### config.mk
export PLATFORM = sky130hd
export DESIGN_NAME = execute_core
export DESIGN_NICKNAME = d
export VERILOG_FILES = /design/src/source/exec_pkg.sv /design/src/source/exec_unit.sv /design/src/source/trap_unit.sv /design/src/source/csr_file.sv /design/src/source/exe_stage.sv /design/src/source/execute_core.sv
export SDC_FILE = /design/constraint.sdc
export NUM_CORES = 2
export LEC_CHECK = 0
export ABC_AREA = 1
export BUFFER_PORTS_ARGS = -buffer_cell sky130_fd_sc_hd__buf_2
export CORE_UTILIZATION = 35
export DETAILED_ROUTE_END_ITERATION = 8
export SYNTH_ARGS = -nofsm -noshare
export SYNTH_HDL_FRONTEND = slang
export SYNTH_SLANG_ARGS = --single-unit
### constraint.sdc
create_clock -name clk -period 7.2 [get_ports clk]
set_clock_uncertainty 0.1 [all_clocks]
set_input_delay 1.08 -clock clk [delete_from_list [all_inputs] [get_ports clk]]
set_output_delay 1.08 -clock clk [all_outputs]
set_load 0.01 [all_outputs]
### src/source/exec_pkg.sv
//////////////////////////////
// machine-mode encodings only
// CSR addresses per the privileged spec
//////////////////////////////

package exec_pkg;

  // decoded instruction opcodes
  typedef enum logic [4:0] {
    op_nop,
    op_add,
    op_sub,
    op_and,
    op_or,
    op_xor,
    op_sll,
    op_srl,
    op_sra,
    op_slt,
    op_sltu,
    op_beq,
    op_bne,
    op_blt,
    op_bge,
    op_jal,
    op_jalr,
    op_csrrw,
    op_csrrs,
    op_csrrc,
    op_ecall,
    op_mret
  } exec_op_e;

  // trap FSM steps
  typedef enum logic [2:0] {
    trap_idle,
    trap_wr_epc,
    trap_wr_cause,
    trap_wr_status,
    trap_done
  } trap_state_e;

  localparam logic [11:0] csr_mstatus  = 12'h300;
  localparam logic [11:0] csr_mie      = 12'h304;
  localparam logic [11:0] csr_mtvec    = 12'h305;
  localparam logic [11:0] csr_mscratch = 12'h340;
  localparam logic [11:0] csr_mepc     = 12'h341;
  localparam logic [11:0] csr_mcause   = 12'h342;

  localparam int mstatus_mie_bit  = 3;
  localparam int mstatus_mpie_bit = 7;
  localparam int mie_mtie_bit     = 7;

  // exception codes without the interrupt flag
  localparam logic [3:0] cause_ecall_m = 4'd11;
  localparam logic [3:0] cause_timer_m = 4'd7;

endpackage

### src/source/exec_unit.sv
//////////////////////////////
// purely combinational without a path enable
//////////////////////////////

`timescale 1ns/10ps

module exec_unit #(
  parameter int XLEN = 64
) (
  input  exec_pkg::exec_op_e i_op,
  input  logic [XLEN-1:0]    i_pc,
  input  logic [XLEN-1:0]    i_op1,
  input  logic [XLEN-1:0]    i_op2,
  input  logic [XLEN-1:0]    i_op3,
  input  logic [11:0]        i_csr_addr,
  input  logic [XLEN-1:0]    i_csr_rdata,
  output logic               o_csr_ren,
  output logic               o_csr_wen,
  output logic [XLEN-1:0]    o_csr_wdata,
  output logic               o_jmp,
  output logic [XLEN-1:0]    o_jmp_addr,
  output logic [XLEN-1:0]    o_rd_wdata
);

  localparam int sh_w = $clog2(XLEN);

  logic [sh_w-1:0] shamt;
  logic            eq;
  logic            lt_s;
  logic            lt_u;
  logic [XLEN-1:0] link;
  logic [XLEN-1:0] br_target;
  logic [XLEN-1:0] jmp_target;
  logic            is_csr;
  logic            csr_writable;
  logic [XLEN-1:0] csr_new;

  assign shamt      = i_op2[sh_w-1:0];
  assign eq         = (i_op1 == i_op2);
  assign lt_s       = ($signed(i_op1) < $signed(i_op2));
  assign lt_u       = (i_op1 < i_op2);
  assign link       = i_pc + XLEN'(4);
  assign br_target  = i_pc + i_op3;
  assign jmp_target = (i_op1 + i_op2) & ~XLEN'(1);

  assign is_csr = i_op inside {exec_pkg::op_csrrw, exec_pkg::op_csrrs, exec_pkg::op_csrrc};
  // top two address bits 11 mark a read-only CSR
  assign csr_writable = (i_csr_addr[11:10] != 2'b11);

  always_comb begin
    case (i_op)
      exec_pkg::op_csrrw: csr_new = i_op1;
      exec_pkg::op_csrrs: csr_new = i_csr_rdata | i_op1;
      exec_pkg::op_csrrc: csr_new = i_csr_rdata & ~i_op1;
      default:            csr_new = '0;
    endcase
  end

  assign o_csr_ren   = is_csr;
  assign o_csr_wen   = is_csr & csr_writable;
  assign o_csr_wdata = csr_new;

  always_comb begin
    o_jmp      = 1'b0;
    o_jmp_addr = '0;
    o_rd_wdata = '0;
    case (i_op)
      exec_pkg::op_add:  o_rd_wdata = i_op1 + i_op2;
      exec_pkg::op_sub:  o_rd_wdata = i_op1 - i_op2;
      exec_pkg::op_and:  o_rd_wdata = i_op1 & i_op2;
      exec_pkg::op_or:   o_rd_wdata = i_op1 | i_op2;
      exec_pkg::op_xor:  o_rd_wdata = i_op1 ^ i_op2;
      exec_pkg::op_sll:  o_rd_wdata = i_op1 << shamt;
      exec_pkg::op_srl:  o_rd_wdata = i_op1 >> shamt;
      exec_pkg::op_sra:  o_rd_wdata = $unsigned($signed(i_op1) >>> shamt);
      exec_pkg::op_slt:  o_rd_wdata = XLEN'(lt_s);
      exec_pkg::op_sltu: o_rd_wdata = XLEN'(lt_u);
      exec_pkg::op_beq,
      exec_pkg::op_bne,
      exec_pkg::op_blt,
      exec_pkg::op_bge: begin
        o_jmp_addr = br_target;
        case (i_op)
          exec_pkg::op_beq: o_jmp = eq;
          exec_pkg::op_bne: o_jmp = ~eq;
          exec_pkg::op_blt: o_jmp = lt_s;
          default:          o_jmp = ~lt_s;
        endcase
      end
      exec_pkg::op_jal,
      exec_pkg::op_jalr: begin
        o_jmp      = 1'b1;
        o_jmp_addr = jmp_target;
        o_rd_wdata = link;
      end
      exec_pkg::op_csrrw,
      exec_pkg::op_csrrs,
      exec_pkg::op_csrrc: o_rd_wdata = i_csr_rdata;
      default: ;
    endcase
  end

endmodule

### src/source/trap_unit.sv
//////////////////////////////
// i_start is the acceptance pulse
// target is read after the writes
//////////////////////////////

`timescale 1ns/10ps

module trap_unit #(
  parameter int XLEN = 64
) (
  input  logic            clk,
  input  logic            rst,
  input  logic            i_start,
  input  logic            i_is_mret,
  input  logic            i_is_intr,
  input  logic [XLEN-1:0] i_pc,
  input  logic [XLEN-1:0] i_csr_rdata,
  output logic [11:0]     o_csr_addr,
  output logic            o_csr_wen,
  output logic [XLEN-1:0] o_csr_wdata,
  output logic [XLEN-1:0] o_jmp_addr,
  output logic            o_done
);

  exec_pkg::trap_state_e state_q;
  exec_pkg::trap_state_e state_d;

  logic            is_mret_q;
  logic            is_intr_q;
  logic [XLEN-1:0] jmp_addr_q;
  logic [XLEN-1:0] cause_code;
  logic [XLEN-1:0] cause_val;
  logic [XLEN-1:0] status_enter;
  logic [XLEN-1:0] status_leave;

  always_ff @(posedge clk) begin
    if (rst) begin
      state_q   <= exec_pkg::trap_idle;
      is_mret_q <= 1'b0;
      is_intr_q <= 1'b0;
    end else begin
      state_q <= state_d;
      if (i_start) begin
        is_mret_q <= i_is_mret;
        is_intr_q <= i_is_intr;
      end
    end
  end

  always_comb begin
    case (state_q)
      exec_pkg::trap_idle: begin
        if (i_start) begin
          state_d = i_is_mret ? exec_pkg::trap_wr_status : exec_pkg::trap_wr_epc;
        end else begin
          state_d = exec_pkg::trap_idle;
        end
      end
      exec_pkg::trap_wr_epc:    state_d = exec_pkg::trap_wr_cause;
      exec_pkg::trap_wr_cause:  state_d = exec_pkg::trap_wr_status;
      exec_pkg::trap_wr_status: state_d = exec_pkg::trap_done;
      default:                  state_d = exec_pkg::trap_idle;
    endcase
  end

  // interrupt flag sits in the top bit
  assign cause_code = is_intr_q ? XLEN'(exec_pkg::cause_timer_m) : XLEN'(exec_pkg::cause_ecall_m);
  assign cause_val  = {is_intr_q, cause_code[XLEN-2:0]};

  always_comb begin
    status_enter = i_csr_rdata;
    status_enter[exec_pkg::mstatus_mpie_bit] = i_csr_rdata[exec_pkg::mstatus_mie_bit];
    status_enter[exec_pkg::mstatus_mie_bit]  = 1'b0;
    status_leave = i_csr_rdata;
    status_leave[exec_pkg::mstatus_mie_bit]  = i_csr_rdata[exec_pkg::mstatus_mpie_bit];
    status_leave[exec_pkg::mstatus_mpie_bit] = 1'b1;
  end

  always_comb begin
    o_csr_wen   = 1'b1;
    o_csr_wdata = '0;
    case (state_q)
      exec_pkg::trap_wr_epc: begin
        o_csr_addr  = exec_pkg::csr_mepc;
        o_csr_wdata = i_pc;
      end
      exec_pkg::trap_wr_cause: begin
        o_csr_addr  = exec_pkg::csr_mcause;
        o_csr_wdata = cause_val;
      end
      exec_pkg::trap_wr_status: begin
        o_csr_addr  = exec_pkg::csr_mstatus;
        o_csr_wdata = is_mret_q ? status_leave : status_enter;
      end
      default: begin
        // read back the jump target
        o_csr_addr = is_mret_q ? exec_pkg::csr_mepc : exec_pkg::csr_mtvec;
        o_csr_wen  = 1'b0;
      end
    endcase
  end

  always_ff @(posedge clk) begin
    if (state_q == exec_pkg::trap_done) begin
      jmp_addr_q <= i_csr_rdata;
    end
  end

  assign o_jmp_addr = jmp_addr_q;
  assign o_done     = (state_q == exec_pkg::trap_done);

endmodule

### src/source/csr_file.sv
//////////////////////////////
// six machine CSRs, one port
// unknown addresses read 0
//////////////////////////////

`timescale 1ns/10ps

module csr_file #(
  parameter int XLEN = 64
) (
  input  logic            clk,
  input  logic            rst,
  input  logic [11:0]     i_addr,
  input  logic            i_ren,
  input  logic            i_wen,
  input  logic [XLEN-1:0] i_wdata,
  output logic [XLEN-1:0] o_rdata,
  output logic            o_mstatus_mie,
  output logic            o_mie_mtie
);

  // only MIE and MPIE are implemented in mstatus
  localparam logic [XLEN-1:0] mstatus_mask =
    (XLEN'(1) << exec_pkg::mstatus_mie_bit) | (XLEN'(1) << exec_pkg::mstatus_mpie_bit);

  logic [XLEN-1:0] mstatus;
  logic [XLEN-1:0] mie;
  logic [XLEN-1:0] mtvec;
  logic [XLEN-1:0] mepc;
  logic [XLEN-1:0] mcause;
  logic [XLEN-1:0] mscratch;

  always_ff @(posedge clk) begin
    if (rst) begin
      mstatus  <= '0;
      mie      <= '0;
      mtvec    <= '0;
      mepc     <= '0;
      mcause   <= '0;
      mscratch <= '0;
    end else if (i_wen) begin
      case (i_addr)
        exec_pkg::csr_mstatus:  mstatus  <= i_wdata & mstatus_mask;
        exec_pkg::csr_mie:      mie      <= i_wdata;
        exec_pkg::csr_mtvec:    mtvec    <= i_wdata;
        exec_pkg::csr_mepc:     mepc     <= i_wdata;
        exec_pkg::csr_mcause:   mcause   <= i_wdata;
        exec_pkg::csr_mscratch: mscratch <= i_wdata;
        default: ;
      endcase
    end
  end

  always_comb begin
    o_rdata = '0;
    if (i_ren) begin
      case (i_addr)
        exec_pkg::csr_mstatus:  o_rdata = mstatus;
        exec_pkg::csr_mie:      o_rdata = mie;
        exec_pkg::csr_mtvec:    o_rdata = mtvec;
        exec_pkg::csr_mepc:     o_rdata = mepc;
        exec_pkg::csr_mcause:   o_rdata = mcause;
        exec_pkg::csr_mscratch: o_rdata = mscratch;
        default: ;
      endcase
    end
  end

  // interrupt enables for the stage
  assign o_mstatus_mie = mstatus[exec_pkg::mstatus_mie_bit];
  assign o_mie_mtie    = mie[exec_pkg::mie_mtie_bit];

endmodule

### src/source/exe_stage.sv
//////////////////////////////
// one instruction at a time
// results held until i_exe_ack
//////////////////////////////

`timescale 1ns/10ps

module exe_stage #(
  parameter int XLEN = 64
) (
  input  logic               clk,
  input  logic               rst,
  input  logic               i_dec_req,
  output logic               o_dec_ack,
  input  exec_pkg::exec_op_e i_dec_op,
  input  logic [XLEN-1:0]    i_dec_pc,
  input  logic [XLEN-1:0]    i_dec_op1,
  input  logic [XLEN-1:0]    i_dec_op2,
  input  logic [XLEN-1:0]    i_dec_op3,
  input  logic [11:0]        i_dec_csr_addr,
  input  logic [4:0]         i_dec_rd,
  input  logic               i_dec_rd_wen,
  input  logic               i_exe_ack,
  input  logic               i_mtime_overflow,
  output logic               o_exe_req,
  output logic [XLEN-1:0]    o_exe_pc,
  output logic [4:0]         o_exe_rd,
  output logic               o_exe_rd_wen,
  output logic [XLEN-1:0]    o_exe_rd_wdata,
  output logic               o_exe_jmp,
  output logic [XLEN-1:0]    o_exe_jmp_addr,
  output logic [3:0]         o_exe_intr_no,
  input  logic               i_mstatus_mie,
  input  logic               i_mie_mtie,
  input  logic [XLEN-1:0]    i_csr_rdata,
  output logic [11:0]        o_csr_addr,
  output logic               o_csr_ren,
  output logic               o_csr_wen,
  output logic [XLEN-1:0]    o_csr_wdata
);

  logic               busy_q;
  logic               req_q;
  logic               trap_sel_q;
  logic [3:0]         intr_no_q;
  exec_pkg::exec_op_e op_q;
  logic [XLEN-1:0]    pc_q;
  logic [XLEN-1:0]    op1_q;
  logic [XLEN-1:0]    op2_q;
  logic [XLEN-1:0]    op3_q;
  logic [11:0]        csr_addr_q;
  logic [4:0]         rd_q;
  logic               rd_wen_q;

  logic dec_hs;
  logic exe_hs;
  logic intr_pend;
  logic to_trap;

  logic            ex_csr_ren;
  logic            ex_csr_wen;
  logic [XLEN-1:0] ex_csr_wdata;
  logic            ex_jmp;
  logic [XLEN-1:0] ex_jmp_addr;
  logic [XLEN-1:0] ex_rd_wdata;
  logic [11:0]     tr_csr_addr;
  logic            tr_csr_wen;
  logic [XLEN-1:0] tr_csr_wdata;
  logic [XLEN-1:0] tr_jmp_addr;
  logic            tr_done;

  assign o_dec_ack = ~busy_q;
  assign dec_hs    = i_dec_req & o_dec_ack;
  assign exe_hs    = req_q & i_exe_ack;
  assign intr_pend = i_mtime_overflow & i_mstatus_mie & i_mie_mtie;
  // interrupt wins over the instruction
  assign to_trap   = intr_pend | (i_dec_op == exec_pkg::op_ecall) |
                     (i_dec_op == exec_pkg::op_mret);

  always_ff @(posedge clk) begin
    if (rst) begin
      busy_q     <= 1'b0;
      req_q      <= 1'b0;
      trap_sel_q <= 1'b0;
      intr_no_q  <= '0;
    end else if (dec_hs) begin
      busy_q     <= 1'b1;
      trap_sel_q <= to_trap;
      req_q      <= ~to_trap;
      intr_no_q  <= intr_pend ? 4'd7 : 4'd0;
    end else if (exe_hs) begin
      busy_q    <= 1'b0;
      req_q     <= 1'b0;
      intr_no_q <= '0;
    end else if (tr_done) begin
      req_q <= 1'b1;
    end
  end

  always_ff @(posedge clk) begin
    if (dec_hs) begin
      op_q       <= i_dec_op;
      pc_q       <= i_dec_pc;
      op1_q      <= i_dec_op1;
      op2_q      <= i_dec_op2;
      op3_q      <= i_dec_op3;
      csr_addr_q <= i_dec_csr_addr;
      rd_q       <= i_dec_rd;
      rd_wen_q   <= i_dec_rd_wen;
    end
  end

  exec_unit #(.XLEN(XLEN)) u_exec_unit (
    .i_op        (op_q),
    .i_pc        (pc_q),
    .i_op1       (op1_q),
    .i_op2       (op2_q),
    .i_op3       (op3_q),
    .i_csr_addr  (csr_addr_q),
    .i_csr_rdata (i_csr_rdata),
    .o_csr_ren   (ex_csr_ren),
    .o_csr_wen   (ex_csr_wen),
    .o_csr_wdata (ex_csr_wdata),
    .o_jmp       (ex_jmp),
    .o_jmp_addr  (ex_jmp_addr),
    .o_rd_wdata  (ex_rd_wdata)
  );

  trap_unit #(.XLEN(XLEN)) u_trap_unit (
    .clk         (clk),
    .rst         (rst),
    .i_start     (dec_hs & to_trap),
    .i_is_mret   ((i_dec_op == exec_pkg::op_mret) & ~intr_pend),
    .i_is_intr   (intr_pend),
    .i_pc        (pc_q),
    .i_csr_rdata (i_csr_rdata),
    .o_csr_addr  (tr_csr_addr),
    .o_csr_wen   (tr_csr_wen),
    .o_csr_wdata (tr_csr_wdata),
    .o_jmp_addr  (tr_jmp_addr),
    .o_done      (tr_done)
  );

  // exec path writes its CSR once on the handshake edge
  assign o_csr_addr  = trap_sel_q ? tr_csr_addr : csr_addr_q;
  assign o_csr_ren   = busy_q & (trap_sel_q | ex_csr_ren);
  assign o_csr_wen   = trap_sel_q ? tr_csr_wen : (ex_csr_wen & exe_hs);
  assign o_csr_wdata = trap_sel_q ? tr_csr_wdata : ex_csr_wdata;

  assign o_exe_req      = req_q;
  assign o_exe_pc       = pc_q;
  assign o_exe_rd       = rd_q;
  assign o_exe_rd_wen   = busy_q & ~trap_sel_q & rd_wen_q;
  assign o_exe_rd_wdata = trap_sel_q ? '0 : ex_rd_wdata;
  assign o_exe_jmp      = busy_q & (trap_sel_q | ex_jmp);
  assign o_exe_jmp_addr = trap_sel_q ? tr_jmp_addr : ex_jmp_addr;
  assign o_exe_intr_no  = intr_no_q;

endmodule

### src/source/execute_core.sv
//////////////////////////////
// XLEN is 64 or 32
//////////////////////////////

`timescale 1ns/10ps

module execute_core #(
  parameter int XLEN = 64
) (
  input  logic               clk,
  input  logic               rst,
  input  logic               i_dec_req,
  input  exec_pkg::exec_op_e i_dec_op,
  input  logic [XLEN-1:0]    i_dec_pc,
  input  logic [XLEN-1:0]    i_dec_op1,
  input  logic [XLEN-1:0]    i_dec_op2,
  input  logic [XLEN-1:0]    i_dec_op3,
  input  logic [11:0]        i_dec_csr_addr,
  input  logic [4:0]         i_dec_rd,
  input  logic               i_dec_rd_wen,
  input  logic               i_exe_ack,
  input  logic               i_mtime_overflow,
  output logic               o_dec_ack,
  output logic               o_exe_req,
  output logic [XLEN-1:0]    o_exe_pc,
  output logic [4:0]         o_exe_rd,
  output logic               o_exe_rd_wen,
  output logic [XLEN-1:0]    o_exe_rd_wdata,
  output logic               o_exe_jmp,
  output logic [XLEN-1:0]    o_exe_jmp_addr,
  output logic [3:0]         o_exe_intr_no
);

  logic [11:0]     csr_addr;
  logic            csr_ren;
  logic            csr_wen;
  logic [XLEN-1:0] csr_wdata;
  logic [XLEN-1:0] csr_rdata;
  logic            mstatus_mie;
  logic            mie_mtie;

  exe_stage #(.XLEN(XLEN)) u_exe_stage (
    .clk (clk), .rst (rst),
    .i_dec_req (i_dec_req), .o_dec_ack (o_dec_ack), .i_dec_op (i_dec_op),
    .i_dec_pc (i_dec_pc), .i_dec_op1 (i_dec_op1), .i_dec_op2 (i_dec_op2),
    .i_dec_op3 (i_dec_op3), .i_dec_csr_addr (i_dec_csr_addr),
    .i_dec_rd (i_dec_rd), .i_dec_rd_wen (i_dec_rd_wen),
    .i_exe_ack (i_exe_ack), .i_mtime_overflow (i_mtime_overflow),
    .o_exe_req (o_exe_req), .o_exe_pc (o_exe_pc), .o_exe_rd (o_exe_rd),
    .o_exe_rd_wen (o_exe_rd_wen), .o_exe_rd_wdata (o_exe_rd_wdata),
    .o_exe_jmp (o_exe_jmp), .o_exe_jmp_addr (o_exe_jmp_addr),
    .o_exe_intr_no (o_exe_intr_no),
    .i_mstatus_mie (mstatus_mie), .i_mie_mtie (mie_mtie), .i_csr_rdata (csr_rdata),
    .o_csr_addr (csr_addr), .o_csr_ren (csr_ren), .o_csr_wen (csr_wen),
    .o_csr_wdata (csr_wdata)
  );

  csr_file #(.XLEN(XLEN)) u_csr_file (
    .clk (clk), .rst (rst),
    .i_addr (csr_addr), .i_ren (csr_ren), .i_wen (csr_wen), .i_wdata (csr_wdata),
    .o_rdata (csr_rdata), .o_mstatus_mie (mstatus_mie), .o_mie_mtie (mie_mtie)
  );

endmodule

==> impl_metrics.env <==
export IMPL_status="completed"
export IMPL_synth_seq_cells=674
export IMPL_nets=11300
export IMPL_drive_gt1_frac=0.0950
export IMPL_grt_pass1_vias=71100
export IMPL_clockBufferDepth=3
export IMPL_endpoint="o_exe_rd_wdata[62]"
export IMPL_io_pins=489
export IMPL_start_kind="flop"
export IMPL_clkTransAtPathRegs_ns=0.06
export IMPL_layout_min_cycle_time_ns=6.93
export IMPL_synth_area_sq_um=61800
export IMPL_antenna_found_initial=59
export IMPL_post_cts_buffers=0
export IMPL_cts_tree="yes"
export IMPL_gp_congestion=1.16
export IMPL_grt_max_degree=136
export IMPL_die_w_um=422
export IMPL_worstPathArrival_ns=5.75
export IMPL_crit_top_cell="nor2_1"
export IMPL_synth_edf_count=343
export IMPL_reg2reg_depth=13
export IMPL_end_kind="output pin"
export IMPL_yosysTopAreaCell="nand2_1"
export IMPL_ys_types=54
export IMPL_synth_nets=11000
export IMPL_maxSlewHeadroom=0.0488
export IMPL_slew_viol_final=0
export IMPL_netlist_area_leader_share=0.180
export IMPL_synth_async_reset_ratio=0
export IMPL_die_h_um=422
export IMPL_root_buffer="clkbuf_16"
export IMPL_rsz0062_at_grt="no"
export IMPL_vias_per_cell=6.09
export IMPL_crit_family="simple AND/OR/NAND/NOR gates"
export IMPL_power_frac_seq=0.332
export IMPL_hp_class="flop to flop"
export IMPL_ys_seq_area_frac=0.274
export IMPL_grt_usage=0.497
export IMPL_ant_nets=0
export IMPL_synth_ff_type="edfxtp_1"
export IMPL_rr_startpoint="u_exe_stage.op_q[3]"
export IMPL_insertion_delay_ns=0.77
export IMPL_rrSetupSlack_ns=2.44
export IMPL_cts_buffers_inserted=83
export IMPL_power_density_nw_per_um2=185
export IMPL_cap_violations=0
export IMPL_fin_cells=13200
export IMPL_worst_slew_pin_transition_ns=1.41
export IMPL_dpl_cell_count=13000
export IMPL_p_leak_nw=34.0
export IMPL_post_route_period_util=0.963
export IMPL_core_rowCount=153
export IMPL_yosysMostFrequentCell="nand2_1"
export IMPL_max_freq_ghz=0.144
export IMPL_synth_cells=10400
export IMPL_cpPeakStageDelay_ns=0.93
export IMPL_power_share_combinational=0.315
export IMPL_hold_viol_final=0
export IMPL_core_sq_um=175000
export IMPL_crit_type="flop to output pin"
export IMPL_required_ns=6.02
export IMPL_routed_wl_um=463000
export IMPL_gr_total_overflow=0
export IMPL_hpwl_um=368000
export IMPL_grt_pass1_wl_um=608000
export IMPL_syn_avg_cell_area_sq_um=5.92
export IMPL_firstDrtPassIters=9
export IMPL_clock_power_share=0.353
export IMPL_ctsHoldBuffers=0
export IMPL_first_iter_violations=13800
export IMPL_power_total_mw=13.1
export IMPL_reg2reg_to="u_csr_file.mcause[33]"
export IMPL_cp_num_buf_inv=4
export IMPL_portBuffers=487
export IMPL_avgRoutedWirePerCell_um=35.0
export IMPL_cp_startpoint="u_exe_stage.op_q[0]"
export IMPL_yosysWarnings=0
export IMPL_synth_common_cells="2,965 x nand2_1, 1,496 x nand3_1, 1,428 x inv_1"
export IMPL_start_util=0.354
export IMPL_path_depth=13
export IMPL_worstPathMaxFanout=18
export IMPL_dieArea_sq_um=178000
export IMPL_finalSetupViolCount=0
export IMPL_clock_sinks=674
export IMPL_vdd_drop_max_mv=0.196
export IMPL_ctsHtreeMaxLevel=3
export IMPL_crit_chain="nand2_1 -> nor2_1 -> nand2_1 -> buf_4 -> clkinv_1 -> buf_4 -> a211oi_1 -> nand3_1 -> nor2_1 -> nand3_1 -> nor2_1 -> nor2_1 -> buf_2"
export IMPL_via_count=80600
export IMPL_p_sw_mw=5.38
export IMPL_slowest_stage="nor2_1"
export IMPL_tns_ns=0
export IMPL_cts_resized=0
export IMPL_synthTopCellsByArea="nand2_1 18%, edfxtp_1 17%, nand3_1 12%, dfxtp_1 11%, inv_1 8.7%"
export IMPL_syn_to_final_growth_pct=14.1
export IMPL_p_sw_frac=0.411
export IMPL_drc=0
export IMPL_utilization=0.404
export IMPL_p_int_mw=7.70
==> worst reg2reg max path, stage by stage, from the launching register on <==
cell and delay [ns]:
edfxtp_1 0.43, nor2_1 0.19, inv_2 0.10, nor2_2 0.14, inv_2 0.08, nor2_4 0.14
buf_4 0.70, nand3_1 0.20, and2_1 0.42, nor2_4 0.89, inv_2 0.77, a21oi_1 0.42
nand2_1 0.08, inv_1 0.05
==> metrics by stage <==
step / worst slack, ns / hold slack (ns) / cell area [sq um]
4_1_cts: 0.660 / 0.353 / 70400
5_1_grt: 0.321 / 0.375 / 70500
2_1_floorplan: 1.23 / 0.351 / 61800
6_report: 0.265 / 0.376 / 70500
3_5_place_dp: 1.47 / 0.372 / 67500
3_3_place_gp: 1.43 / 0.365 / 67500
==> how the worst min path moves through the flow <==
stage                     cells past startpoint                              start                                end  slack (ns)
after global placement                        2                 u_exe_stage.busy_q                 u_exe_stage.busy_q        0.36
after floorplan                               2  u_exe_stage.u_trap_unit.is_intr_q  u_exe_stage.u_trap_unit.is_intr_q        0.35
after CTS                                     1                       i_dec_op3[7]               u_exe_stage.op3_q[7]        0.35
after global routing                          1                      i_dec_op3[56]              u_exe_stage.op3_q[56]        0.37
final                                         2                 u_exe_stage.busy_q                 u_exe_stage.busy_q        0.38
after detailed placement                      2                 u_exe_stage.busy_q                 u_exe_stage.busy_q        0.37
==> routing by layer <==
layer / share of wire / up-vias / global-route usage
met5: 0.00084 / - / 0
met4: 0.099 / 26 / 0.408
met3: 0.13 / 1340 / 0.169
met2: 0.39 / 6180 / 0.687
met1: 0.38 / 38500 / 0.620
li1: - / 34600 / -
==> layout by cell type, fill, tap and decap left out, types with 9 or more instances in the layout <==
| master | instances |
|---|---|
| nand2_1 | 2965 |
| nand3_1 | 1494 |
| inv_1 | 1424 |
| nor2_1 | 1053 |
| a21oi_1 | 671 |
| o21ai_0 | 570 |
| buf_2 | 486 |
| edfxtp_1 | 343 |
| dfxtp_1 | 330 |
| buf_4 | 277 |
| ha_1 | 257 |
| o21a_1 | 121 |
| nand4_1 | 115 |
| clkbuf_16 | 83 |
| nor3_1 | 78 |
| a31oi_1 | 63 |
| or2_2 | 55 |
| o21ai_1 | 52 |
| diode_2 | 42 |
| o22ai_1 | 39 |
| o21bai_1 | 37 |
| xor2_1 | 34 |
| o211ai_1 | 26 |
| inv_2 | 20 |
| a21boi_0 | 19 |
| nor4_1 | 18 |
| nand3b_1 | 18 |
| clkinv_1 | 17 |
| clkinv_2 | 16 |
| nor2_4 | 13 |
| buf_12 | 13 |
| clkbuf_1 | 11 |
| a211oi_1 | 10 |
| a21o_1 | 9 |
| and2_1 | 9 |
| bufinv_16 | 9 |
| clkbuf_8 | 9 |
==> power by group through the flow <==
stage	Clock [mW]	Combinational, mW	Sequential, mW
floorplan	0	1.91	4.35
global placement	0	3.89	4.40
detailed placement	0	3.87	4.40
CTS	4.64	3.89	4.32
global route	4.77	4.20	4.33
finish	4.62	4.12	4.34
==> state kept, by name (all words and copies together), names as in the netlist, 2 cells and up <==
name and flops:
u_exe_stage.op1_q 64, u_exe_stage.u_trap_unit.state_q 3, u_exe_stage.o_exe_pc 64, u_exe_stage.op3_q 64, u_csr_file.mscratch 64, u_exe_stage.op2_q 64, u_exe_stage.csr_addr_q 12, u_exe_stage.op_q 5
u_csr_file.mepc 64, u_csr_file.mstatus 2, u_csr_file.mtvec 64, u_exe_stage.o_exe_rd 5, u_csr_file.mie 64, u_csr_file.mcause 64, u_exe_stage.u_trap_unit.o_jmp_addr 64
==> kinds of logic after synthesis <==
| logic type | count (synthesis) | synth area share |
|---|---|---|
| compound gates | 1648 | 0.146 |
| fa+ha+maj | 260 | 0.0530 |
| flops | 674 | 0.274 |
| xor+xnor | 38 | 0.00539 |
| buf+inv | 1955 | 0.122 |
| simple gates | 5850 | 0.398 |
| other cells | 1 | 0.0000607 |
| mux | 6 | 0.000972 |
==> area by class of cell <==
class,count,area (sq um)
sequential,674,16900
clock buffer,104,2250
timing repair buffer,777,4780
multi-input combinational,7803,37400
tap,2325,2910
fill,19300,104000
clock inverter,51,646
antenna,42,105
inverter,1457,5480
Power figures use the tool's default switching activity.
